File: src/source/dds_pkg.sv
`default_nettype none

package dds_pkg;

  // ##########################################################################
  // sizes
  // ##########################################################################

  localparam int PHASE_BITS       = 24;
  localparam int QUANT_BITS       = 14;   // phase bits dropped before the table
  localparam int LUT_ADDR_BITS    = PHASE_BITS - QUANT_BITS;
  localparam int LUT_DEPTH        = 2 ** LUT_ADDR_BITS;
  localparam int OUTPUT_WIDTH     = 18;
  localparam int PARALLEL_SAMPLES = 4;
  localparam int PIPE_DEPTH       = 5;    // advancing stages from increment to beat

  localparam int LFSR_BITS = 16;
  localparam logic [LFSR_BITS-1:0] LFSR_TAPS = 16'hB400;

  localparam real PI = 3.14159265358979;

  // ##########################################################################
  // types
  // ##########################################################################

  typedef logic [PHASE_BITS-1:0] phase_t;
  typedef logic signed [OUTPUT_WIDTH-1:0] sample_t;
  typedef logic [LUT_ADDR_BITS-1:0] lut_addr_t;
  typedef logic [LFSR_BITS-1:0] lfsr_word_t;

  // lane 0 is the earliest sample of a beat
  typedef struct packed {
    phase_t [PARALLEL_SAMPLES-1:0] phase;
  } phase_vec_t;

  typedef struct packed {
    lut_addr_t [PARALLEL_SAMPLES-1:0] addr;
  } addr_vec_t;

  typedef struct packed {
    lfsr_word_t [PARALLEL_SAMPLES-1:0] word;
  } dither_vec_t;

  typedef struct packed {
    sample_t [PARALLEL_SAMPLES-1:0] samples;  // lane 0 in the low bits
  } cos_beat_t;

  typedef struct packed {
    logic   valid;
    phase_t inc;
  } inc_req_t;

endpackage

`default_nettype wire

File: src/source/lfsr16_parallel.sv
`default_nettype none

module lfsr16_parallel (
  input wire clk,
  input wire reset,
  input wire advance,
  output dds_pkg::dither_vec_t dither
);

  import dds_pkg::*;

  lfsr_word_t [PARALLEL_SAMPLES-1:0] state;

  // one Galois step, shifting right and folding the taps back in
  function automatic lfsr_word_t lfsr_step(input lfsr_word_t s);
    lfsr_word_t next;
    next = s >> 1;
    if (s[0]) begin
      next = next ^ LFSR_TAPS;
    end
    return next;
  endfunction

  always_ff @(posedge clk) begin
    if (reset) begin
      for (int i = 0; i < PARALLEL_SAMPLES; i++) begin
        state[i] <= LFSR_BITS'(i + 1);  // distinct nonzero seeds per lane
      end
    end else if (advance) begin
      for (int i = 0; i < PARALLEL_SAMPLES; i++) begin
        state[i] <= lfsr_step(state[i]);
      end
    end
  end

  assign dither.word = state;

endmodule

`default_nettype wire

File: config.mk
export PLATFORM = sky130hd
export DESIGN_NAME = lfsr16_parallel
export DESIGN_NICKNAME = d
export VERILOG_FILES = /design/src/source/dds_pkg.sv /design/src/source/lfsr16_parallel.sv
export SDC_FILE = /design/constraint.sdc
export NUM_CORES = 1
export LEC_CHECK = 0
export BUFFER_PORTS_ARGS = -buffer_cell sky130_fd_sc_hd__buf_4
export CAP_MARGIN = 20
export CORE_ASPECT_RATIO = 0.6
export CORE_MARGIN = 2
export CORE_UTILIZATION = 57
export CTS_BUF_LIST = sky130_fd_sc_hd__clkbuf_8
export CTS_CLUSTER_DIAMETER = 100
export DETAILED_ROUTE_END_ITERATION = 6
export PLACE_DENSITY = 0.91
export SETUP_SLACK_MARGIN = 0.1
export SYNTH_ARGS = -nofsm -noshare
export SYNTH_HDL_FRONTEND = slang
export SYNTH_SLANG_ARGS = --single-unit
File: constraint.sdc
create_clock -name clk -period 2.09 [get_ports clk]
set_input_delay 0.209 -clock clk [delete_from_list [all_inputs] [get_ports clk]]
set_output_delay 0.209 -clock clk [all_outputs]
set_load 0.005 [all_outputs]
==> metrics.txt <==
status=finished, violations left; failing checks=design-rule violations; Pre-antenna DRT Iters=6; worst setup path class=reg2out; main combinational cell family by area after synthesis=multiplexers; clock skew=0.00665 ns; largest net degree at the start of global routing=65; Hold Violations, Final=0; Final Net Count=287; Leak=1.42 nW; path length in cells of the critical path=1; Setup crit end kind=primary output; Clock Sink Count=64; Worst EP arrival=0.98 ns; R2R Path End=dither[58]; CP Cell Sequence=buf_4; Worst Path Max Fanout=6; initial antenna violation count=0; Clk Latency, worst-skew pair=0.33 ns; CTS tree=done; width of the die=88.0 um; Final Non-Filler Cells=348; RSZ-0062 raised after global routing=no; placed insts=333; setup TNS=0 ns; simple-gate share of the synthesized area=0.105; share of layout cells above drive strength 1=0.288; cts hold-fix bufs=0; Remaining DRCs=2; Synth Area in Compound Gates=0.0555; Min-Delay Path Class=in2reg; I/O Buffers=66; core area=4080 um2; post-synth cell types=14; hpwl dp=roughly 2900 um; Slew Viols, Final=0; I/O pin cnt=67; Setup Fix Bufs, Post-CTS=0; H-tree levels=3; Adder-Cell Fraction of Synth Area=0; number of diodes=0; clock-pin slew on the worst setup and hold paths=0.07 ns; Layout area overhead=25.9%; R2R Setup Slk=1.18 ns; die area=roughly 4800 um2; post-synthesis sequential area ratio=0.531; syn nets=between 200 and 250; multiplexer share of the synthesized area=0.195; Worst path slowest cell=dfxtp_1; max FFs per register=64; crit path launch type=flop; Rel. slew slack=0.592; top post-synthesis cells by area=dfxtp_1 (53%), mux2i_1 (20%), nor2_1 (9.2%), xnor2_1 (4.4%), a211oi_1 (3.7%); Crit path max-delay family=flip-flops; final setup vio count=0; Fmax=841 MHz; Yosys warnings=0; Cells on Worst Hold Path=3; actual slew at the worst max-slew pin=0.611 ns; XOR/XNOR Fraction of Synth Area=0.0436; largest area contributor in the netlist=dfxtp_1; vias in the first global route=1411; CTS Buf Count=9; Die Ht=54.4 um; CP startpoint=dither[16]; worst-case clock buffer depth=2; GRT Resource Usage Total=0.191; mean number of vias per cell=4.91; Tot Pwr=2.53 mW; post_cts resized=0; 1st-iter DRT viols=39; # rows=18; post-synth top area share=0.531; Post-Syn Area=between 2000 and 2500 um2; clock period minus worst slack=1.19 ns; max_cap viols=0; PD cells=833 nW/um2; Syn Inst Count=approximately 220; CP peak stage delay=around 0.48 ns; Final period util=0.569; Peak VDD IR=0.571 mV; routed wire length=4420 um; Initial Utilization=0.591; worst reg2reg startpoint=dither[48]; clock root buffer=clkbuf_8; cells on worst reg2reg path=2; WL per Instance=12.7 um; first-pass GRT wire length=around 6700 um; Critical Path RT=1.88 ns; Synth Register Bits=64; crit path to=dither[16]; ANT nets after route=0; crit path buf inv count=1; routed vias=1708; GRT overflow=0; RePlAce Congestion=0.714; average size of a mapped cell=10.9 um2
-- worst min path at each step --
stage	startpoint	end	slack (ns)
final	advance	dither[44]	0.37
after detailed placement	dither[28]	dither[28]	0.50
after floorplan	dither[33]	dither[32]	0.48
after global routing	advance	dither[42]	0.36
after CTS	advance	dither[44]	0.35
after global placement	dither[1]	dither[0]	0.48
-- metal layers --
| layer | global-route usage | routed length [um] | part of all wire |
|---|---|---|---|
| met1 | 0.246 | 2180 | 0.49 |
| met3 | 0.0980 | 399 | 0.090 |
| met5 | 0 | 0 | 0 |
| met4 | 0.0769 | 29 | 0.0066 |
| met2 | 0.274 | 1810 | 0.41 |
-- power by group --
group | leakage [nW] | switching, mW | internal, mW
registers | 0.523 | 0.0467 | 1.27
clock network | 0.103 | 0.428 | 0.565
logic | 0.797 | 0.0982 | 0.125
-- cell usage in the layout, fill, tap and decap left out --
master	n
a211o_1	5
a211oi_1	12
buf_12	1
buf_4	68
bufinv_16	1
clkbuf_8	10
clkinv_2	3
dfxtp_1	64
inv_1	1
mux2i_1	47
nor2_1	59
nor2b_1	5
xnor2_1	12
-- area by class of cell --
| type | instances | area (um2) |
|---|---|---|
| multi-input combinational | 140 | 962 |
| fill | 289 | 1040 |
| clock buffer | 10 | 138 |
| tap | 60 | 75.1 |
| clock inverter | 5 | 48.8 |
| timing repair buffer | 69 | 531 |
| sequential | 64 | 1280 |
-- kinds of logic after synthesis --
logic type | count (synthesis)
flops | 64
simple gates | 64
mux | 47
buf+inv | 18
compound gates | 17
xor+xnor | 12
-- cells in the mapped netlist (all sizes together) --
cell and instances:
dfxtp 64, nor2 59, mux2i 47, buf 13, a211oi 12, xnor2 12
a211o 5, clkbuf 5, nor2b 5
-- tightest hold or removal path, stage by stage --
cell      delay, ns
buf_4          0.24
nor2_1         0.15
a211oi_1       0.05
-- per-stage QoR --
stage	setup slack [ns]	area, um2	hold WS, ns	utilization
floorplan	1.17	2410	0.477	-
global placement	0.835	2850	0.483	0.699
detailed placement	0.793	2850	0.496	0.699
CTS	0.887	3040	0.353	0.745
global route	0.851	3040	0.365	0.745
finish	0.901	3040	0.369	0.745
Power figures use the tool's default switching activity.
