$ cat config.mk
export PLATFORM = sky130hd
export DESIGN_NAME = phase_dither_quantizer
export DESIGN_NICKNAME = d
export VERILOG_FILES = /design/src/source/dds_pkg.sv /design/src/source/phase_dither_quantizer.sv
export SDC_FILE = /design/constraint.sdc
export NUM_CORES = 1
export LEC_CHECK = 0
export CAP_MARGIN = 20
export CORE_ASPECT_RATIO = 0.75
export CORE_UTILIZATION = 60
export CTS_CLUSTER_DIAMETER = 150
export DETAILED_ROUTE_END_ITERATION = 12
export DONT_BUFFER_PORTS = 1
export PLACE_DENSITY = 0.84
export SLEW_MARGIN = 20
export SYNTH_ARGS = -nofsm -noshare
export SYNTH_HDL_FRONTEND = slang
export SYNTH_SLANG_ARGS = --single-unit
$ cat constraint.sdc
create_clock -name clk -period 4.2 [get_ports clk]
set_clock_uncertainty 0.15 [all_clocks]
set_input_delay 0.21 -clock clk [delete_from_list [all_inputs] [get_ports clk]]
set_output_delay 0.21 -clock clk [all_outputs]
set_load 0.02 [all_outputs]
$ cat src/source/dds_pkg.sv
`default_nettype none

package dds_pkg;

  // ##########################################################################
  // sizes
  // ##########################################################################

  localparam int PHASE_BITS       = 24;
  localparam int QUANT_BITS       = 14;   // phase bits dropped before the table
  localparam int LUT_ADDR_BITS    = PHASE_BITS - QUANT_BITS;
  localparam int LUT_DEPTH        = 2 ** LUT_ADDR_BITS;
  localparam int OUTPUT_WIDTH     = 18;
  localparam int PARALLEL_SAMPLES = 4;
  localparam int PIPE_DEPTH       = 5;    // advancing stages from increment to beat

  localparam int LFSR_BITS = 16;
  localparam logic [LFSR_BITS-1:0] LFSR_TAPS = 16'hB400;

  localparam real PI = 3.14159265358979;

  // ##########################################################################
  // types
  // ##########################################################################

  typedef logic [PHASE_BITS-1:0] phase_t;
  typedef logic signed [OUTPUT_WIDTH-1:0] sample_t;
  typedef logic [LUT_ADDR_BITS-1:0] lut_addr_t;
  typedef logic [LFSR_BITS-1:0] lfsr_word_t;

  // lane 0 is the earliest sample of a beat
  typedef struct packed {
    phase_t [PARALLEL_SAMPLES-1:0] phase;
  } phase_vec_t;

  typedef struct packed {
    lut_addr_t [PARALLEL_SAMPLES-1:0] addr;
  } addr_vec_t;

  typedef struct packed {
    lfsr_word_t [PARALLEL_SAMPLES-1:0] word;
  } dither_vec_t;

  typedef struct packed {
    sample_t [PARALLEL_SAMPLES-1:0] samples;  // lane 0 in the low bits
  } cos_beat_t;

  typedef struct packed {
    logic   valid;
    phase_t inc;
  } inc_req_t;

endpackage

`default_nettype wire

$ cat src/source/phase_dither_quantizer.sv
`default_nettype none

module phase_dither_quantizer (
  input wire clk,
  input wire reset,
  input wire advance,
  input wire dither_enable,
  input wire dds_pkg::phase_vec_t sample_phase,
  input wire dds_pkg::dither_vec_t dither,
  output dds_pkg::addr_vec_t addr
);

  import dds_pkg::*;

  phase_t [PARALLEL_SAMPLES-1:0] dither_add;
  phase_vec_t dithered;

  // dither covers the dropped phase bits, scaled up when they outnumber
  // the LFSR bits
  for (genvar i = 0; i < PARALLEL_SAMPLES; i++) begin : g_lane
    if (QUANT_BITS > LFSR_BITS) begin : g_wide
      assign dither_add[i] = dither_enable ?
        phase_t'({dither.word[i], {(QUANT_BITS - LFSR_BITS){1'b0}}}) : '0;
    end else begin : g_narrow
      assign dither_add[i] = dither_enable ?
        phase_t'(dither.word[i][QUANT_BITS-1:0]) : '0;
    end
  end

  always_ff @(posedge clk) begin
    if (reset) begin
      dithered <= '0;
      addr     <= '0;
    end else if (advance) begin
      for (int i = 0; i < PARALLEL_SAMPLES; i++) begin
        dithered.phase[i] <= sample_phase.phase[i] + dither_add[i];
        addr.addr[i] <= dithered.phase[i][PHASE_BITS-1:QUANT_BITS];  // truncate
      end
    end
  end

endmodule

`default_nettype wire

==> results of run 1 <==
-- worst max-delay path, delay by kind of cell --
| kind | cells | cell delay, ns |
|---|---|---|
| AND/OR/NAND/NOR | 1 | 0.14 |
| adder cells (fa/ha/maj) | 1 | 0.30 |
| AO/OA/AOI/OAI | 5 | 1.67 |
| buffers and inverters | 2 | 1.17 |
-- flip-flops by register name, summed over array words and instances (netlist names) --
signal / count
addr: 40
dithered: 40
-- cells by family (layout without fill, tap and decap cells) --
group                      Yosys count  count (layout)  share of synthesized area
muxes                               43              43                    0.08718
and+or+nand+nor                    209             209                     0.2136
buffers and inverters               36              60                    0.03421
DFF                                 80              80                     0.3244
AOI/OAI and AO/OA                  105             105                     0.1609
xor gates and xnor gates            27              27                    0.04790
adders and majority gates           52              52                     0.1318
-- power by group through the flow --
stage          registers, mW  logic (mW)  clock network, mW
2_1_floorplan          0.860       0.221                  0
3_3_place_gp           0.868       0.205                  0
3_5_place_dp           0.870       0.218                  0
4_1_cts                0.852       0.288              0.637
5_1_grt                0.858       0.328              0.671
6_report               0.852       0.293              0.629
-- layout make-up --
type	instances	area (sq um)
Timing Repair Buffer	39	425.4
Sequential cell	80	1602
Tap cell	105	131.4
Clock inverter	6	92.59
Multi-Input combinational cell	436	3167
Clock buffer	10	127.6
Fill cell	576	2354
Inverter	5	18.77
-- cells in the mapped netlist (all sizes together) (2+ instances only) --
library cell / instances
o21ai: 13
or3: 6
dfxtp: 80
nor2: 83
nand3: 12
a211o: 2
clkbuf: 23
mux2i: 43
a21o: 5
nor4b: 2
o2111ai: 4
o21bai: 2
and2: 54
a211oi: 31
xnor2: 11
inv: 5
xor2: 16
and3: 7
ha: 52
nand3b: 2
nand2: 15
a21oi: 14
a21boi: 3
a311oi: 7
o21a: 4
nand2b: 2
buf: 7
nand4: 12
o211ai: 7
nor3b: 2
nor3: 9
a41oi: 2
a2111oi: 2
a222oi: 2
a31o: 2
-- worst max path at each step --
stage / startpoint / end / slack (ns) / cells after the start
2_1_floorplan: dither_enable / dithered[71]$_SDFFE_PP0P_ / 1.62 / 10
5_1_grt: dither[3] / dithered[16]$_SDFFE_PP0P_ / 0.57 / 9
3_3_place_gp: dither[3] / dithered[23]$_SDFFE_PP0P_ / 1.60 / 8
6_report: dither[3] / dithered[16]$_SDFFE_PP0P_ / 0.84 / 9
4_1_cts: dither[3] / dithered[16]$_SDFFE_PP0P_ / 0.95 / 9
3_5_place_dp: dither[3] / dithered[23]$_SDFFE_PP0P_ / 1.49 / 8
-- layer usage --
layer	vias up	GRT usage
met5	-	0
met1	1902	0.3111
met3	28	0.06981
met2	164	0.4903
li1	2039	-
met4	0	0.09315
-- what timing repair did --
action                                  4_1_cts  5_1_grt
endpoints found under the hold margin        80        0
gates resized for setup                       0        0
endpoints found under the setup margin        0        0
hold buffers                                 39        0
-- per-stage QoR --
step / cells / instance area [sq um] / worst slack, ns
after floorplan: 552 / 4937 / 1.616
after global placement: 626 / 4918 / 1.602
after detailed placement: 626 / 4918 / 1.492
after CTS: 681 / 5564 / 0.9457
after global routing: 681 / 5564 / 0.5669
final: 681 / 5564 / 0.8439
==> results.ini, run 1 <==
[timing]
fin_tns_setup_ns = 0
period_share = 0.7991
period_minus_slack_ns = 3.356
maxSlewHeadroom = 0.4491
final-max-slew-violation-count = 0
rsz0062_at_grt = no
worst_slew_pin_slew_ns = 0.8263
finalSetupViolCount = 0
hold_viol_final = 0
whs_ns = 0.01841
clock.fmax_mhz = 298.0

[die]
ios = 204
die_h_microns = 80.56
dieArea_sq_mm = 0.008599
initial_core_util = 0.6236
core_sq_mm = 0.007918
rows = 28
die_x_microns = 106.7

[global_routing]
grt_max_degree = 114
grt_pass1_vias = 3937
grt_overflow = 0
grt_pass1_wl_microns = 18380
grt_usage = 0.2713
antenna_found_initial = 0

[synthesis]
synth_seq_cells = 80
synth.area.top_cells = dfxtp_1 (32%), ha_1 (13%), mux2i_1 (8.7%)
yosys.area.top_type_share = 0.3244
synth_cells = 552
synthesis.nets = 768
yosysSeqAreaShare = 0.3244
yosys_warnings = 0
yosysUniqueCellTypes = 53
async_flop_share = 0
synth_flop_cell = dfxtp_1
syn-cell-area_sq_mm = 0.004937
post-synth-top-area-cell = dfxtp_1
synth-edff-count = 0
postSynthAreaPerCell_sq_um = 8.944

[placed_design]
routabilityCongestion = 0.8469
io_buffer_count = 0
dp_hpwl_microns = 7923

[pwr]
total_power_mw = 1.774
leakage_nw = 2.316
switching_share = 0.2751
p_per_area_mw_per_mm2 = 318.9
comb_power_share = 0.165
p_seq_frac = 0.480
p_int_mw = 1.286
peakVddDrop_v = 0.0002301
switchingPower_mw = 0.4882
power_frac_clock = 0.355

[detailed_routing]
firstDrtPassIters = 4
vias = 4133
top_layer_used = met4
drcViolationCount = 0
routedLengthMet1_microns = 4810
viasPerCell = 6.069
ant_nets = 0
drt-wirelength-per-cell_microns = 17.16
routed-wl-met2_microns = 5803
wl_met3_microns = 817
drt-initial-drc-count = 309
routed_wl_microns = 11690

[finish]
final_util = 0.7028
layout-drive-gt1-share = 0.05035
area_growth_pct = 12.70
diodes = 0
fin_nets = 787
final_common_cell = nor2_1
final_cell_mix = nor2_1 (83), dfxtp_1 (80), and2_1 (54)

[worst_setup_path]
critPathSlowestCell = a311oi_2
worstRegToRegCells = 3
cp_common_cell = dlygate4sd3_1
cp_data_arrival_time_ns = 3.50
rrSetupSlack_ns = 2.61
cpPeakStageDelay_ns = 0.71
cp-start-kind = primary input
end_kind = flop
worstReg2RegStart = dithered[95]$_SDFFE_PP0P_
crit_chain = and2_1 -> ha_1 -> a222oi_1 -> o211ai_1 -> a311oi_2 -> o21ai_0 -> dlygate4sd3_1 -> a311oi_1 -> dlygate4sd3_1
path_max_fanout = 13
crit_type = primary input to flop
cp.required_ns = 4.34
rr_endpoint = dithered[95]$_SDFFE_PP0P_

[clock_tree]
cts_setup_buffers = 0
clk_pin_slew_ns = 0.09
htree_levels = 3
clk-insertion-delay-late_ns = 0.35
clk_path_buf_depth = 2
ctsRootBufferMaster = clkbuf_8
cts_tree = done
cts_buffers = 9
clkSinkCount = 80

[worst_hold_path]
whs_path_depth = 3
hold_start = sample_phase[46]
hp-class = primary input to flop
holdPathEnd = dithered[47]$_SDFFE_PP0P_

[run]
maxCapViolCount = 0

[status]
outcome = finished clean

Note: power is estimated with default switching activity, not from simulation.
==> run 2, diff against run 1 <==
--- a/config.mk
+++ b/config.mk
@@ -5,6 +5,7 @@
 export SDC_FILE = /design/constraint.sdc
 export NUM_CORES = 1
 export LEC_CHECK = 0
+export ABC_AREA = 1
 export CAP_MARGIN = 20
 export CORE_ASPECT_RATIO = 0.75
 export CORE_UTILIZATION = 60
==> constraint.sdc (replaced) <==
create_clock -name clk -period 3.1 [get_ports clk]
set_clock_uncertainty 0.15 [all_clocks]
set_input_delay 0.155 -clock clk [delete_from_list [all_inputs] [get_ports clk]]
set_output_delay 0.155 -clock clk [all_outputs]
set_load 0.02 [all_outputs]
==> run 2 against run 1 <==
Net effect:
- area after synthesis up 53%
- combinational power up 150%
- non-clock buffer count up 3
- core utilization down 2.4 points
- synthesized cell count rose to 2.5 times the previous value
- clock-buffer cell count up 1
- sequential power up 38%
- flip-flop and latch count unchanged
- final cell count up 130%
- highest routed layer unchanged
==> results.ini, run 2 <==
[clock_tree]
cts_buffers = 9  ; unchanged
cts_resized = 0  ; unchanged
cts_tree = done  ; unchanged
clkSinkCount = 80  ; unchanged
clk_pin_slew_ns = 0.06  ; was 0.09 ns
clk-insertion-delay-late_ns = 0.32  ; was 0.35 ns
clk_path_buf_depth = 2  ; unchanged
cts_hold_buf = 39  ; unchanged
cts_setup_buffers = 0  ; unchanged
htree_levels = 3  ; unchanged
ctsRootBufferMaster = clkbuf_16  ; was clkbuf_8

[run]
maxCapViolCount = 0  ; unchanged

[worst_setup_path]
cp_common_cell = dlygate4sd3_1  ; unchanged
worstRegToRegCells = 5  ; was 3
cp-start-kind = primary input  ; unchanged
crit_type = primary input to flop  ; unchanged
path_max_fanout = 21  ; was 13
cp.required_ns = 3.18  ; was 4.34 ns
critPathSlowestCell = dlygate4sd3_1  ; was a311oi_2
cpLargestDelayFamily = buffers and inverters  ; was compound AO/OA/AOI/OAI gates
cp_num_cells = 5  ; was 9
cp.buffers_inverters = 3  ; was 2
crit_chain = dlygate4sd3_1 -> a21oi_1 -> nand2_1 -> dlygate4sd3_1 -> inv_1  ; was and2_1 -> ha_1 -> a222oi_1 -> o211ai_1 -> a311oi_2 -> o21ai_0 -> dlygate4sd3_1 -> a311oi_1 -> dlygate4sd3_1
cpPeakStageDelay_ns = 1.13  ; was 0.71 ns
cp_data_arrival_time_ns = 2.07  ; was 3.50 ns
end_kind = flop  ; unchanged

[finish]
diodes = 0  ; unchanged
multi_input_area_sq_mm = 0.004712  ; was 0.003167 sq mm
area_growth_pct = 10.32  ; was 12.70%
reg_top3 = addr (40), dithered (40)  ; unchanged
final_cells = 1585  ; was 681
layout-drive-gt1-share = 0.03594  ; was 0.05035
regArea_sq_mm = 0.001602  ; unchanged
fin_nets = 1630  ; was 787
final_cell_mix = nand2_1 (473), inv_1 (283), nor2_1 (167)  ; was nor2_1 (83), dfxtp_1 (80), and2_1 (54)
final_common_cell = nand2_1  ; was nor2_1
fill_cells = 1177  ; was 576

[pwr]
p_per_area_mw_per_mm2 = 358.0  ; was 318.9 mW/mm^2
leakage_nw = 5.024  ; was 2.316 nW
peakVddDrop_v = 0.0002917  ; was 0.0002301 V
total_power_mw = 2.992  ; was 1.774 mW

[global_routing]
grt_overflow = 0  ; unchanged
grt_usage = 0.2801  ; was 0.2713
grt_pass1_wl_microns = 30800  ; was 18,380 microns
antenna_found_initial = 0  ; unchanged
grt_max_degree = 120  ; was 114
grt_pass1_vias = 7052  ; was 3,937

[die]
die_x_microns = 131.8  ; was 106.7 microns
dieArea_sq_mm = 0.01308  ; was 0.008599 sq mm
die_h_microns = 99.32  ; was 80.56 microns
core_sq_mm = 0.01231  ; was 0.007918 sq mm
ios = 204  ; unchanged
rows = 35  ; was 28
initial_core_util = 0.6157  ; was 0.6236

[timing]
maxSlewHeadroom = 0.3695  ; was 0.4491
fin_tns_setup_ns = 0  ; unchanged
period_share = 0.6430
hold_viol_final = 0  ; unchanged
finalSetupViolCount = 0  ; unchanged
clock.fmax_mhz = 501.7
final-max-slew-violation-count = 0  ; unchanged
rsz0062_at_grt = no  ; unchanged
period_minus_slack_ns = 1.993
worst_slew_pin_slew_ns = 0.9448  ; was 0.8263 ns

[synthesis]
synth_flop_cell = dfxtp_1  ; unchanged
yosys_warnings = 0  ; unchanged
postSynthAreaPerCell_sq_um = 5.439  ; was 8.944 sq um
syn-cell-area_sq_mm = 0.007576  ; was 0.004937 sq mm
yosys.area.top_type_share = 0.2344  ; was 0.3244
async_flop_share = 0  ; unchanged
synthesis.nets = 1609  ; was 768
synth-edff-count = 0  ; unchanged
synth_seq_cells = 80  ; unchanged
yosysUniqueCellTypes = 32  ; was 53
post-synth-top-area-cell = nand2_1  ; was dfxtp_1
synth_common_cells = nand2_1 (473), inv_1 (283), nor2_1 (167)  ; was nor2_1 (83), dfxtp_1 (80), and2_1 (54)
synthMostInstantiatedCell = nand2_1  ; was nor2_1
synth_cells = 1393  ; was 552
synth.area.top_cells = nand2_1 (23%), dfxtp_1 (21%), inv_1 (14%)  ; was dfxtp_1 (32%), ha_1 (13%), mux2i_1 (8.7%)
yosysSeqAreaShare = 0.2114  ; was 0.3244

[worst_hold_path]
hp-class = primary input to flop  ; unchanged
whs_path_depth = 4  ; was 3

[placed_design]
placed_cells = 1530  ; was 626
routabilityCongestion = 0.9321  ; was 0.8469
io_buffer_count = 0  ; unchanged
dp_hpwl_microns = 13870  ; was 7923 microns

[detailed_routing]
firstDrtPassIters = 5  ; was 4
routed-wl-met2_microns = 7893  ; was 5803 microns
drcViolationCount = 0  ; unchanged
routed_wl_microns = 18570  ; was 11,690 microns
top_layer_used = met4  ; unchanged
drt-initial-drc-count = 428  ; was 309
vias = 8021  ; was 4,133
viasPerCell = 5.061  ; was 6.069
ant_nets = 0  ; unchanged
wl_met3_microns = 1499  ; was 817 microns
routedLengthMet1_microns = 9027  ; was 4810 microns
drt-wirelength-per-cell_microns = 11.72  ; was 17.16 microns

[status]
outcome = finished clean  ; unchanged

-- run 2: cell types whose count changed after synthesis, moves of 51 or more --
cell / previous run / this run
inv_1: 5 / 283
nand2_1: 15 / 473
and2_1: 54 / 1
nor2_1: 83 / 167
nand3_1: 12 / 81
a21oi_1: 14 / 65
-- run 2: where the power goes --
group	internal [mW]	total [mW]	leakage, nW	switching (mW)
logic	0.266	0.720	4.21	0.454
clock network	0.673	1.09	0.152	0.417
registers	1.10	1.18	0.664	0.0814
total	2.04	2.99	5.02	0.952
-- run 2: per-stage QoR --
| stage | utilization | setup WS, ns | instance area [sq um] | hold slack, ns |
|---|---|---|---|---|
| after floorplan | - | 0.9909 | 7576 | 0.1659 |
| final | 0.6792 | 1.107 | 8358 | 0.01151 |
| after global placement | 0.6203 | 1.298 | 7634 | 0.1052 |
| after detailed placement | 0.6203 | 1.276 | 7634 | 0.1070 |
| after CTS | 0.6792 | 1.122 | 8358 | 0.002415 |
| after global routing | 0.6792 | 1.043 | 8358 | 0.005284 |
-- run 2: area by class of cell --
| cell class | instances | area share |
|---|---|---|
| Sequential cell | 80 | 0.1916 |
| Clock buffer | 11 | 0.03024 |
| Inverter | 290 | 0.1304 |
| Timing Repair Buffer | 42 | 0.05150 |
| Multi-Input combinational cell | 991 | 0.5638 |
| Tap cell | 166 | 0.02485 |
| Clock inverter | 5 | 0.007635 |
-- run 2: final timing paths --
kind	startpoint	to	slack, ns
worst max-delay path	reset	dithered[45]$_SDFFE_PP0P_	1.11
worst min-delay path	sample_phase[93]	dithered[93]$_SDFFE_PP0P_	0.01
worst max register to register	dithered[45]$_SDFFE_PP0P_	dithered[45]$_SDFFE_PP0P_	1.72
worst min register to register	dithered[95]$_SDFFE_PP0P_	addr[39]$_SDFFE_PP0P_	0.30
-- run 2: cell families (layout without fill, tap and decap cells) --
group,after synthesis,count (layout),share of synthesized area
simple gates,792,792,0.4345
xor+xnor,1,1,0.001156
buf+inv,322,348,0.1666
flops,80,80,0.2114
fa+ha+maj,52,52,0.08588
compound gates,146,146,0.1004
-- run 2: routing by layer --
layer,vias up,GRT usage
met5,-,0
met4,0,0.04562
met3,18,0.06830
met2,263,0.4546
li1,4294,-
met1,3446,0.3819
-- run 2: worst reg2reg max path: cells and delay by family (launching register included) --
kind | cells | cell delay (ns)
flip-flops | 1 | 0.30
AO/OA/AOI/OAI | 1 | 0.07
buffers and inverters | 3 | 0.66
AND/OR/NAND/NOR | 1 | 0.11
