**src/source/dds_pkg.sv**
```systemverilog
`default_nettype none

package dds_pkg;

  // ##########################################################################
  // sizes
  // ##########################################################################

  localparam int PHASE_BITS       = 24;
  localparam int QUANT_BITS       = 14;   // phase bits dropped before the table
  localparam int LUT_ADDR_BITS    = PHASE_BITS - QUANT_BITS;
  localparam int LUT_DEPTH        = 2 ** LUT_ADDR_BITS;
  localparam int OUTPUT_WIDTH     = 18;
  localparam int PARALLEL_SAMPLES = 4;
  localparam int PIPE_DEPTH       = 5;    // advancing stages from increment to beat

  localparam int LFSR_BITS = 16;
  localparam logic [LFSR_BITS-1:0] LFSR_TAPS = 16'hB400;

  localparam real PI = 3.14159265358979;

  // ##########################################################################
  // types
  // ##########################################################################

  typedef logic [PHASE_BITS-1:0] phase_t;
  typedef logic signed [OUTPUT_WIDTH-1:0] sample_t;
  typedef logic [LUT_ADDR_BITS-1:0] lut_addr_t;
  typedef logic [LFSR_BITS-1:0] lfsr_word_t;

  // lane 0 is the earliest sample of a beat
  typedef struct packed {
    phase_t [PARALLEL_SAMPLES-1:0] phase;
  } phase_vec_t;

  typedef struct packed {
    lut_addr_t [PARALLEL_SAMPLES-1:0] addr;
  } addr_vec_t;

  typedef struct packed {
    lfsr_word_t [PARALLEL_SAMPLES-1:0] word;
  } dither_vec_t;

  typedef struct packed {
    sample_t [PARALLEL_SAMPLES-1:0] samples;  // lane 0 in the low bits
  } cos_beat_t;

  typedef struct packed {
    logic   valid;
    phase_t inc;
  } inc_req_t;

endpackage

`default_nettype wire

```
**src/source/phase_accumulator.sv**
```systemverilog
`default_nettype none

module phase_accumulator (
  input wire clk,
  input wire reset,
  input wire dds_pkg::inc_req_t inc_req,
  input wire advance,
  output logic pinc_change,
  output dds_pkg::phase_vec_t sample_phase
);

  import dds_pkg::*;

  // inc_mult[i] holds (i + 1) times the increment
  phase_t [PARALLEL_SAMPLES-1:0] inc_mult;
  phase_t [PARALLEL_SAMPLES-1:0] mult_next;
  phase_t cycle_phase;

  // ##########################################################################
  // increment load
  // ##########################################################################

  // running sum instead of a multiplier, only used when a new increment lands
  always_comb begin
    mult_next[0] = inc_req.inc;
    for (int i = 1; i < PARALLEL_SAMPLES; i++) begin
      mult_next[i] = mult_next[i-1] + inc_req.inc;
    end
  end

  always_ff @(posedge clk) begin
    if (reset) begin
      inc_mult    <= '0;
      pinc_change <= 1'b0;
    end else begin
      pinc_change <= inc_req.valid;  // input has no ready, taken every time
      if (inc_req.valid) begin
        inc_mult <= mult_next;
      end
    end
  end

  // ##########################################################################
  // accumulation
  // ##########################################################################

  // each lane adds its own multiple to the cycle phase so the lane adders
  // stay one deep
  always_ff @(posedge clk) begin
    if (reset) begin
      cycle_phase  <= '0;
      sample_phase <= '0;
    end else if (advance) begin
      cycle_phase <= cycle_phase + inc_mult[PARALLEL_SAMPLES-1];
      sample_phase.phase[0] <= cycle_phase;
      for (int i = 1; i < PARALLEL_SAMPLES; i++) begin
        sample_phase.phase[i] <= cycle_phase + inc_mult[i-1];
      end
    end
  end

endmodule

`default_nettype wire

```
**config.mk**
```make
export PLATFORM = sky130hd
export DESIGN_NAME = phase_accumulator
export DESIGN_NICKNAME = d
export VERILOG_FILES = /design/src/source/dds_pkg.sv /design/src/source/phase_accumulator.sv
export SDC_FILE = /design/constraint.sdc
export NUM_CORES = 1
export LEC_CHECK = 0
export ABC_AREA = 1
export ABC_CLOCK_PERIOD_IN_PS = 5650
export BUFFER_PORTS_ARGS = -buffer_cell sky130_fd_sc_hd__buf_2
export CAP_MARGIN = 20
export CORE_MARGIN = 2
export CORE_UTILIZATION = 40
export CTS_CLUSTER_SIZE = 8
export DETAILED_ROUTE_END_ITERATION = 6
export HOLD_SLACK_MARGIN = 0.05
export REMOVE_ABC_BUFFERS = 1
export SLEW_MARGIN = 20
export SYNTH_ARGS = -nofsm -noshare
export SYNTH_HDL_FRONTEND = slang
export SYNTH_SLANG_ARGS = --single-unit
```
**constraint.sdc**
```tcl
create_clock -name clk -period 5.65 [get_ports clk]
set_input_delay 0 -clock clk [delete_from_list [all_inputs] [get_ports clk]]
set_output_delay 0 -clock clk [all_outputs]
set_load 0.01 [all_outputs]
```
==> summary by stage, run 1 <==
Run status
The run finished, with violations left. The final reports fail on design-rule violations.

Detailed routing
After detailed routing, the number of vias per cell comes to 5.251. In the final routed layout, each cell accounts on average for 18.16 um. The count of routing violations after the opening detailed-route iteration is just under 1,000. The detailed-routing iteration count for the pre-antenna-repair pass is 7.

The total DRC errors in the routed layout is 9. After detailed routing, the total wire length is 51,710 um. The remaining antenna violation count is 0. Detailed routing inserted a total of approximately 15,000 vias.

Clock network
The clock latency on the worst-skew pair is 470 ps. The number of buffers added to fix hold violations after cts is 25. After clock tree synthesis, the setup repair step added 0 buffers. The number of clock buffers added by TritonCTS is 17. The number of H-tree levels is 4. The CTS tree is done. The largest buffer count on any clock path is 2.

The tree built by TritonCTS fans out to 187 sinks. The clock slew seen by the registers of the worst setup and hold paths is about 70 ps. The cell sitting at the root of the clock tree is a sky130_fd_sc_hd__clkbuf_16. Post-CTS repair changed the size of 0 cells.

Logic synthesis
In the synthesized netlist the dominant register cell turns out to be sky130_fd_sc_hd__dfxtp_1. Of the post-synthesis cell area, the dominant cell type holds 0.2583. The count of flip-flops with a built-in enable after synthesis is 0. The unique cell type count in the Yosys netlist is 48. After synthesis, the share of flip-flops with an asynchronous set or reset is 0. The most common cell in the synthesized netlist is sky130_fd_sc_hd__nor2_1.

A synthesized cell averages 6.401 um2. The synthesized instance count is 2,264. For this run, the register share of the synthesized area comes to 0.2583. The commonest cells after synthesis are sky130_fd_sc_hd__nor2_1, sky130_fd_sc_hd__nand2_1, sky130_fd_sc_hd__inv_1.

The library cell occupying the most area in the post-synthesis netlist is sky130_fd_sc_hd__dfxtp_1. The synthesis warning total is 0. By area the synthesized netlist is led by sky130_fd_sc_hd__dfxtp_1, sky130_fd_sc_hd__ha_1, sky130_fd_sc_hd__nor2_1. In this run, synthesis produced a sequential element count of 187.

The synthesized netlist occupies a cell area of 14,490 um2.

Critical path
The cell family contributing the most delay on the critical path is compound AO/OA/AOI/OAI gates. The signal on the critical path passes through dlygate4sd3_1 -> buf_2 -> ha_1 -> fa_1 -> nand2_1 -> inv_1 -> a21oi_2 -> inv_2 -> a21oi_2 -> o21ai_2 -> xor2_1 -> ha_1 -> a21oi_1 -> o21ai_0 -> a21oi_1 -> nand3_1 -> nand2_1 -> inv_1 -> o21ai_0 -> o211ai_1 -> inv_1. The type of the setup path with the least slack is in2reg. The startpoint class of the critical path is a primary input.

The required time reported for the critical path endpoint is 6060 ps. The library cell contributing the largest single delay on the critical path is sky130_fd_sc_hd__dlygate4sd3_1. The nature of the critical path endpoint is a register. The cell repeated most along the worst path is sky130_fd_sc_hd__inv_1. The number of buffers and inverters on the critical path is 6. Along the worst path, the maximum fanout reaches 7.

For the worst setup path, the data arrival time is 4200 ps. The worst stage delay on the critical path is 530 ps.

Placed design
The number of buffer cells added on primary ports is 122. The weighted congestion reported at the end of routability-driven placement is a little over 0.9. The HPWL reported at the end of detailed placement is 41,400 um.

Timing
The final-report setup violation count is 0. The maximum achievable frequency is 0.2641 GHz. For the final database, setup skew stands at 13.77 ps. The final critical-path share of the clock period is 0.6702. The number of failing hold endpoints at the final stage is 0.

Setup repair after global routing left no endpoint under its margin. The worst-margin pin slew is 933.6 ps. Measured against its own limit, the worst slew margin works out to 0.3776. Setup total negative slack on the finished layout was measured at 0 ps. On the final layout, the worst hold slack is 86.49 ps.

The final-report max-slew violation count was 0. The worst path in the final design needs a cycle of ~3800 ps, including I/O delays and setup.

Finish
The area growth from synthesis to layout is 12.61%. The layout has between 3,000 and 4,000 filler cells. The fraction of layout cells with a size suffix above 1 is 0.08546.

The count of antenna diodes in the layout is 0. The number of nets in the finished design is 2,540.

GRT
The number of global-route vias before repair came to 14,440. The pin count of the biggest net entering global routing is 91. The first global-routing pass estimated 80,230 um of wire.

The initial antenna violation count is 0. The total global routing overflow is 0. For this run, the total global-route usage over all layers was measured as 0.2750.

Floorplan
125 I/O pins were placed. The number of core rows is 69. In this run the standard cell core region covers roughly 36,000 um2. The initial utilization of the core area, before any placement, comes to 0.4064.

The die boundary width is 194.3 um. In this run the vertical extent of the chip is 194.3 um. The die covers 37,770 um2.

Worst hold path
In this run the worst hold path is classified as in2reg.

Pwr
The leakage power of the design is 8.702 nW. The worst voltage drop across the vdd grid is 0.2151 mV. In this run the power density over the cells is 281.5 nW/um2.

Flow run
Across the run, the number of max-cap violations was 0.
## per-stage QoR
stage | power, mW | setup slack [ps] | util | std cells | cell area, um2
global placement | 3.330 | 1935 | 0.4337 | 2791 | 15460
floorplan | 2.735 | 2962 | - | 2201 | 14220
detailed placement | 3.329 | 1927 | 0.4337 | 2791 | 15460
CTS | 4.611 | 1850 | 0.4577 | 2848 | 16320
global route | 4.890 | 1624 | 0.4577 | 2848 | 16320
finish | 4.594 | 1863 | 0.4577 | 2848 | 16320
## layer usage
metal | part of all wire | GRT usage | wire [um]
met5 | 0 | 0 | 0
met4 | 0.034 | 0.1057 | 1737
met3 | 0.030 | 0.02759 | 1526
met2 | 0.48 | 0.4772 | 24580
met1 | 0.46 | 0.3518 | 23860
## worst register-to-register path: cells and delay by family (launching register included)
family | cells | cell delay [ps]
AOI/OAI and AO/OA | 3 | 900
and+or+nand+nor | 5 | 780
DFF | 1 | 570
adders and majority gates | 1 | 500
buffers and inverters | 2 | 340
## state kept, by name (all words and copies together), names as in the netlist
signal        flops
sample_phase     93
cycle_phase      23
pinc_change       1
inc_mult         70
## cells in the final DEF, fill, tap and decap left out, types with 5 or more instances in the layout
cell / n
sky130_fd_sc_hd__nand3_2: 7
sky130_fd_sc_hd__a21o_1: 19
sky130_fd_sc_hd__xor2_1: 47
sky130_fd_sc_hd__nand2_1: 375
sky130_fd_sc_hd__o21ai_1: 12
sky130_fd_sc_hd__nand3_1: 120
sky130_fd_sc_hd__o21ai_2: 6
sky130_fd_sc_hd__ha_1: 135
sky130_fd_sc_hd__or2_1: 5
sky130_fd_sc_hd__inv_1: 310
sky130_fd_sc_hd__a21boi_0: 9
sky130_fd_sc_hd__nor3_1: 24
sky130_fd_sc_hd__dfxtp_1: 187
sky130_fd_sc_hd__xnor2_1: 26
sky130_fd_sc_hd__nand2_2: 9
sky130_fd_sc_hd__a21oi_2: 7
sky130_fd_sc_hd__a31oi_1: 10
sky130_fd_sc_hd__o21ai_0: 209
sky130_fd_sc_hd__dlygate4sd3_1: 25
sky130_fd_sc_hd__clkbuf_16: 17
sky130_fd_sc_hd__buf_4: 9
sky130_fd_sc_hd__nand4_1: 34
sky130_fd_sc_hd__a211oi_1: 6
sky130_fd_sc_hd__nor4_1: 7
sky130_fd_sc_hd__nor2_1: 389
sky130_fd_sc_hd__a21oi_1: 186
sky130_fd_sc_hd__o21bai_1: 11
sky130_fd_sc_hd__buf_2: 120
sky130_fd_sc_hd__o211ai_1: 18
## cells by family (layout without fill, tap and decap cells)
group | count (synthesis) | in the layout | share of synthesized area
AOI/OAI and AO/OA | 505 | 505 | 0.1930
xor gates and xnor gates | 73 | 73 | 0.04412
adders and majority gates | 138 | 138 | 0.1207
buffers and inverters | 378 | 500 | 0.1006
DFF | 187 | 187 | 0.2583
other | 1 | 2 | 0.0002588
and+or+nand+nor | 982 | 982 | 0.2830
## report_power, final
part | internal, mW | switching [mW]
Clock | 0.635 | 0.628
Combinational | 0.593 | 1.14
Sequential | 1.45 | 0.146
## cell type report
type / instances / area [um2] / area share
multi-input cells: 1700 / 9294 / 0.5695
flip-flops and latches: 187 / 3744 / 0.2294
inverters: 314 / 1180 / 0.07230
repair buffers: 154 / 918.4 / 0.05628
well taps: 461 / 576.8 / 0.03534
clock buffers: 17 / 425.4 / 0.02607
clock inverters: 15 / 181.4 / 0.01112
## final timing paths
path,startpoint,endpoint,slack (ps),cells past startpoint
setup / recovery,inc_req[0],inc_mult[90],1860,21
hold / removal,advance,sample_phase[5],90,2
setup reg to reg,cycle_phase[2],sample_phase[71],2510,11
hold reg to reg,sample_phase[91],sample_phase[91],480,2
Note: power is estimated with default switching activity, not from simulation.
==> run 2: changes to the inputs <==
- ABC_CLOCK_PERIOD_IN_PS: 5650 -> 3080
- clock period: 5.65 -> 3.08 ns (I/O delays scaled with it)
==> run 2 against run 1 <==
Core utilization increased by 3.9 points. Via count increased by 3.6%. The flow still finishes with violations (design-rule violations). Highest routed layer unchanged. Non-clock buffer count increased by 133. Combinational power increased by 110%. Cell count increased by 4.7%. Total power increased by 92%. Critical endpoint is now inc_mult[94]. Largest power group unchanged.
==> summary by stage, run 2 (same netlist as run 1, synthesis figures left out) <==
Finish
For this run, the post-layout net count is 2,673. The largest registers in the layout are sample_phase (93), inc_mult (70), cycle_phase (23). The final instance area is 17,700 um2. Once layout is complete, the utilization of the core stands at 0.4963.

The most common cell after layout, fill and taps aside is sky130_fd_sc_hd__nor2_1. From synthesis to final layout, the design area changed by 22.12%. In the final layout, the share of cells above drive strength 1 is 0.1599.

The flip-flop count of the largest register after layout is 93. 0 antenna diodes ended up in the layout. After the flow finishes, the layout carries non-filler instances totaling around 3,000. In the layout the commonest cells are sky130_fd_sc_hd__nor2_1, sky130_fd_sc_hd__nand2_1, sky130_fd_sc_hd__inv_1. The register with the highest flop count is sample_phase.

Critical path
The critical path contains buffers and inverters numbering 8 combined. The worst stage delay on the critical path is 520 ps. The library cell contributing the largest single delay on the critical path is sky130_fd_sc_hd__dlygate4sd3_1.

The maximum fanout along the worst path is 4. The cell family contributing the most delay on the critical path is buffers and inverters. The nature of the critical path endpoint is a register.

Walking the worst path, the cells encountered are dlygate4sd3_1 -> buf_2 -> ha_4 -> buf_4 -> nand2_2 -> inv_2 -> nand2_2 -> nor3_1 -> buf_4 -> nand4_1 -> nand3_1 -> xor2_1 -> ha_1 -> inv_2 -> nor3_2 -> buf_4 -> a21oi_2 -> nand3_2 -> a21oi_2 -> o21ai_1 -> nand2_1 -> inv_1. The required time reported for the critical path endpoint is 3450 ps. By instance count, the cell type seen most on the critical path is sky130_fd_sc_hd__buf_4. The data arrival time of the critical path is 3320 ps. By startpoint and endpoint, the worst setup path is classified as in2reg. The startpoint class of the critical path is a primary input.

Floorplan
The full die area is roughly 38,000 um2. After floorplanning, the core was sized to cover 35,660 um2. The die height is 194.3 um.

The number of core rows is 69. The die is just under 200 um wide. For this design the top-level I/O count stands at about 130. The initial utilization of the core area, before any placement, comes to 0.4064.

Placed design
The number of buffer cells added on primary ports is 122. After detailed placement, the design holds a cell count of 2,915. The total cell area at the placement stage is between 15,000 and 20,000 um2. The congestion estimate from routability-driven global placement came to about 0.95.

The HPWL reported at the end of detailed placement is roughly 43,000 um. The worst setup slack before clock tree synthesis is -144.9 ps.

Pwr
In this run the power spent charging and discharging nets is 3.631 mW. The clock power share is 0.255. Of the total power, combinational logic draws 0.414.

Across the VDD grid, the largest voltage drop is between 0.4 and 0.5 mV. The analysis attributes to cell leakage a power of 9.396 nW. The internal power consumption is 5.208 mW.

The areal power density over the cells is 499.5 nW/um2. Of the total power, the share spent switching nets is 0.4108. The sequential share of power is 0.331. After layout, the design draws a total of 8.839 mW.

Timing
The number of failing hold endpoints at the final stage was 0. At the pin with the least slew margin, the transition time is 767.7 ps. The final-report max-slew violation count is 0.

The worst clock skew on the final layout is 14.23 ps. In the post-route analysis, the smallest setup slack over all paths is between 100 and 150 ps. The minimum hold slack is 103.9 ps. The clock period minus worst slack is 2948 ps. The summed negative setup slack over all endpoints is 0 ps. The maximum achievable frequency is 0.3392 GHz. Headroom to the max-slew limit came out at 0.4882.

Setup violations remaining at the end of the flow were counted as 0. Dividing the final minimum period by the clock period gives 0.9572.

GRT
The initial antenna violation count is 0. For this run, the total global-route usage over all layers was measured as 0.2808. The number of global-route vias before repair is 15,020. Entering global routing, the biggest net connects approximately 150 pins.

The first-pass GRT wire length is between 80,000 and 90,000 um. Summed over all layers, the global routing overflow is 0.

Flow run
The tool flagged a number of max-cap violations equal to 0.

Detailed routing
The detailed router placed 15,500 vias in this run. The count of routing violations after the opening detailed-route iteration is 918. In the final routed layout, each cell accounts on average for approximately 18 um. Wires add up to 53,290 um. The detailed-routing iteration count for the pre-antenna-repair pass is 7.

After detailed routing, the number of remaining DRC violations is 9. The remaining antenna violation count is 0. The post-detailed-route via-to-cell ratio is 5.200.

Clock network
The H-tree generated during clock tree synthesis spans 4 levels. The largest buffer count on any clock path is 2. The clock slew seen by the registers of the worst setup and hold paths is 80 ps. The number of sinks handled by clock tree synthesis is 187.

TritonCTS created 17 clock buffers. TritonCTS built the clock tree. The tree is rooted in a sky130_fd_sc_hd__clkbuf_16. The clock latency on the worst-skew pair is 470 ps.

Run status
The checks that failed: design-rule violations. The run finished, with violations left.

Worst hold path
The worst hold path class is in2reg.
-- run 2: cell count changes in the layout (fill, tap and decap cells not counted), moves of 5 or more --
cell                      change
sky130_fd_sc_hd__nor3_2       +5
sky130_fd_sc_hd__a21oi_2     +13
sky130_fd_sc_hd__buf_4      +132
sky130_fd_sc_hd__nor3_1       -5
sky130_fd_sc_hd__nand2_1     -12
sky130_fd_sc_hd__ha_4        +10
sky130_fd_sc_hd__ha_1        -11
sky130_fd_sc_hd__a21oi_1     -13
sky130_fd_sc_hd__nor2_1       -9
sky130_fd_sc_hd__nand2_2     +12
sky130_fd_sc_hd__nor2_2       +6
-- run 2: cell type report --
class / count / area, um2
Timing Repair Buffer: 287 / 1954
Fill cell: 3772 / 17960
Clock inverter: 15 / 171.4
Sequential cell: 187 / 3744
Tap cell: 461 / 576.8
Inverter: 314 / 1180
Clock buffer: 17 / 425.4
Multi-Input combinational cell: 1700 / 9646
-- run 2: path summary, 6_finish.rpt --
check | from | to | slack, ps | cells past startpoint
worst min-delay path | inc_req[1] | inc_mult[1] | 100 | 5
worst max-delay path | inc_req[13] | inc_mult[94] | 130 | 22
worst max register to register | cycle_phase[1] | sample_phase[71] | 510 | 13
worst min register to register | sample_phase[82] | sample_phase[82] | 480 | 2
-- run 2: repair_timing --
action                     CTS  global route
buffers inserted             0            11
hold endpoints to repair    24             0
setup endpoints to repair    0            10
hold buffers                24             0
resized for setup            0            73
-- run 2: power by group through the flow --
stage	Clock, mW	Sequential (mW)	Combinational, mW
3_5_place_dp	0	2.98	3.46
6_report	2.26	2.93	3.66
2_1_floorplan	0	2.92	2.10
4_1_cts	2.30	2.92	3.50
3_3_place_gp	0	2.97	3.47
5_1_grt	2.40	2.95	4.08
-- run 2: routing by layer --
layer,vias up,track usage,share of wire
met5,-,0,0
met4,0,0.09402,0.029
met3,76,0.03054,0.036
met2,336,0.4972,0.48
met1,7154,0.3551,0.46
li1,7934,-,-
-- run 2: worst reg2reg max path: cells and delay by family (launching register included) --
family / cells / cell delay, ps
flip-flops: 1 / 450
AO/OA/AOI/OAI: 3 / 400
adder cells (fa/ha/maj): 2 / 760
AND/OR/NAND/NOR: 5 / 560
buffers and inverters: 3 / 330
==> run 3: changes to the inputs <==
- CORE_MARGIN: 2 -> 4
==> run 3 against run 2 <==
Register-to-register slack barely moved. The flow now finishes without violations. Combinational power about the same. Clock-buffer cell count grew 3. First-iteration DRC count up 22%. Routed wire length is 0.96% lower. Via count down 0.81%. Total power hardly changed. Largest power group unchanged.
==> summary by stage, run 3 (same netlist as run 1, synthesis figures left out) <==
Finish
The flip-flop count of the largest register after layout is 93. In the layout the commonest cells are sky130_fd_sc_hd__nor2_1, sky130_fd_sc_hd__nand2_1, sky130_fd_sc_hd__inv_1. The fraction of layout cells with a size suffix above 1 is 0.1555.

Counting the fill cells in the layout gives 3,722. From synthesis to final layout, the design area changed by 21.58%. The most common cell after layout, fill and taps aside is sky130_fd_sc_hd__nor2_1. The number of nets in the finished design is roughly 2,600. More flip-flops sit in one register than any other, and that register is sample_phase. The largest registers in the layout are sample_phase (93), inc_mult (70), cycle_phase (23).

The count of antenna diodes in the layout is 0.

Pwr
IR analysis of the VDD net gives a maximum drop of 0.4350 mV. The share of total power dissipated in combinational logic is 0.412. The net switching power is approximately 3.6 mW. Of the total power, the share spent switching nets is 0.4050. The areal power density over the cells is 501.2 nW/um2.

The share of total power dissipated in the clock network is 0.257. The internal power consumption is 5.254 mW. For this design the static power due to leakage is 9.298 nW. The sequential share of power is 0.331.

The post-route total power is 8.831 mW.

Detailed routing
The remaining antenna violation count is 0. The number of vias after detailed routing is 15,370. After detailed routing, the average wire length per cell comes to 17.85 um. The post-detailed-route via-to-cell ratio is 5.201. For this run, design rule violations remaining after detail routing come to 0.

The final layout contains routed wiring with a total length of 52,780 um. The first detailed-routing pass ran for 5 iterations. After the first detailed-routing iteration, the DRC count stood at 1,118.

Placed design
The worst setup slack before clock tree synthesis is -147.3 ps. The HPWL after detailed placement is around 42,000 um. In this run the tool buffered the top-level ports with around 120 buffer cells. The weighted congestion reported at the end of routability-driven placement is 0.9356.

GRT
The number of global-route vias before repair is 14,990. Across every metal layer, demand over resource in global routing totals 0.2669. The pin count of the biggest net entering global routing is 90. The first global-routing pass estimated 82,250 um of wire. The total global routing overflow is 0. The initial antenna violation count came to 0.

Critical path
The largest single stage delay on the critical path is 550 ps. STA classifies the critical path startpoint as a primary input. The signal on the critical path passes through dlygate4sd3_1 -> buf_2 -> ha_4 -> a21o_1 -> nand2_1 -> nand2_1 -> buf_4 -> o21ai_2 -> nand3_1 -> nand2_1 -> nand2_2 -> ha_4 -> inv_1 -> buf_4 -> nor3_2 -> a21oi_1 -> nand3_1 -> inv_1 -> nand2_1 -> nand3_1 -> nand2_1 -> inv_1. In this run the worst path has a maximum fanout of 4. The nature of the critical path endpoint is a register. The data arrival time of the critical path is 3260 ps. The most numerous cell type found on the critical path is sky130_fd_sc_hd__nand2_1. The library cell contributing the largest single delay on the critical path is sky130_fd_sc_hd__dlygate4sd3_1. The worst setup path is of the in2reg kind. The required time reported for the critical path endpoint is between 3000 and 4000 ps.

Clock network
The cell chosen for the clock root is sky130_fd_sc_hd__clkbuf_16. The TritonCTS buffer count is 17. The number of H-tree levels is 4. The clock slew seen by the registers of the worst setup and hold paths is 70 ps.

TritonCTS built the clock tree. No sink is reached through more buffers than the 2 on the longest clock path. Counting every sink on the clock net gives 187. The clock latency on the worst-skew pair is 470 ps.

Timing
Counting I/O delays and the setup requirement, the final critical path takes 2900 ps. Of the available clock period, the critical path in the final layout requires 0.9415. The summed negative setup slack over all endpoints is 0 ps. The worst-margin pin slew is between 900 and 1000 ps.

The post-route worst setup slack is around 180 ps. The minimum hold slack is 87.18 ps. Setup violations remaining at the end of the flow were counted as 0. The number of failing hold endpoints at the final stage was 0. For the final database, setup skew stands at around 13 ps. The final-report max-slew violation count is 0. Derived from the worst setup path, the maximum achievable clock frequency is 0.3448 GHz. Headroom to the max-slew limit came out at 0.3734.

Run status
The run finished with clean final reports.

Worst hold path
The worst hold path belongs to the class in2reg.

Floorplan
The initial utilization of the core area, before any placement, comes to 0.4064. The number of core rows is 69. The die height is 198.3 um. The die boundary width is just under 200 um. The core area is between 30,000 and 40,000 um2.

The full die area is 39,340 um2. In this run the count of I/O pins placed on the die edge is 125.

Flow run
The total of max-cap violations is 0.
==> run 3: cell count changes in the layout (fill, tap and decap cells not counted), moves of 4 or more <==
cell / change
sky130_fd_sc_hd__nor2_4: +4
sky130_fd_sc_hd__a21oi_2: -5
sky130_fd_sc_hd__a21oi_1: +5
sky130_fd_sc_hd__nand2_1: -4
sky130_fd_sc_hd__buf_4: -22
sky130_fd_sc_hd__clkinvlp_4: +4
sky130_fd_sc_hd__ha_1: -4
==> run 3: final cells by class <==
cell class | instances | area (um2) | share of cell area
multi-input combinational | 1700 | 9764 | 0.5542
sequential | 187 | 3744 | 0.2125
timing repair buffer | 262 | 1767 | 0.1003
inverter | 314 | 1179 | 0.06690
tap | 461 | 576.8 | 0.03274
clock buffer | 20 | 456.7 | 0.02592
clock inverter | 12 | 131.4 | 0.007457
==> run 3: what timing repair did <==
action,in CTS,in global routing
gates resized for setup,0,103
setup buffers,0,6
endpoints found under the hold margin,37,0
endpoints found under the setup margin,0,13
hold buffers,24,0
==> run 3: through the flow <==
stage / std cells / util / area (um2)
5_1_grt: 2956 / 0.4941 / 17620
4_1_cts: 2953 / 0.4799 / 17110
3_5_place_dp: 2897 / 0.4566 / 16280
6_report: 2956 / 0.4941 / 17620
2_1_floorplan: 2201 / - / 14220
3_3_place_gp: 2897 / 0.4566 / 16280
==> run 3: worst paths after layout <==
kind,startpoint,end,slack (ps),depth (start not counted)
worst max-delay path,inc_req[10],inc_mult[95],180,22
worst min-delay path,inc_req[2],inc_mult[50],90,4
worst max register to register,inc_mult[1],sample_phase[45],510,9
worst min register to register,sample_phase[61],sample_phase[61],480,2
==> run 3: layer usage <==
layer  GRT usage  up-vias  routed length (um)
li1            -     7878                   -
met3     0.01957       89                1968
met4     0.09538        0                1730
met5           0        -                   0
met2      0.4498      371               24650
met1      0.3603     7036               24430
==> run 3: power by group through the flow <==
stage	combinational [mW]	clock [mW]	sequential (mW)
after global placement	3.42	0	2.97
after detailed placement	3.42	0	2.97
after global routing	4.07	2.41	2.94
after CTS	3.46	2.31	2.92
final	3.64	2.27	2.92
after floorplan	2.10	0	2.92
==> run 3: critical path, delay by kind of cell <==
| family | cells | cell delay [ps] |
|---|---|---|
| adders and majority gates | 2 | 550 |
| and+or+nand+nor | 10 | 1010 |
| AOI/OAI and AO/OA | 3 | 490 |
| buffers and inverters | 7 | 1190 |
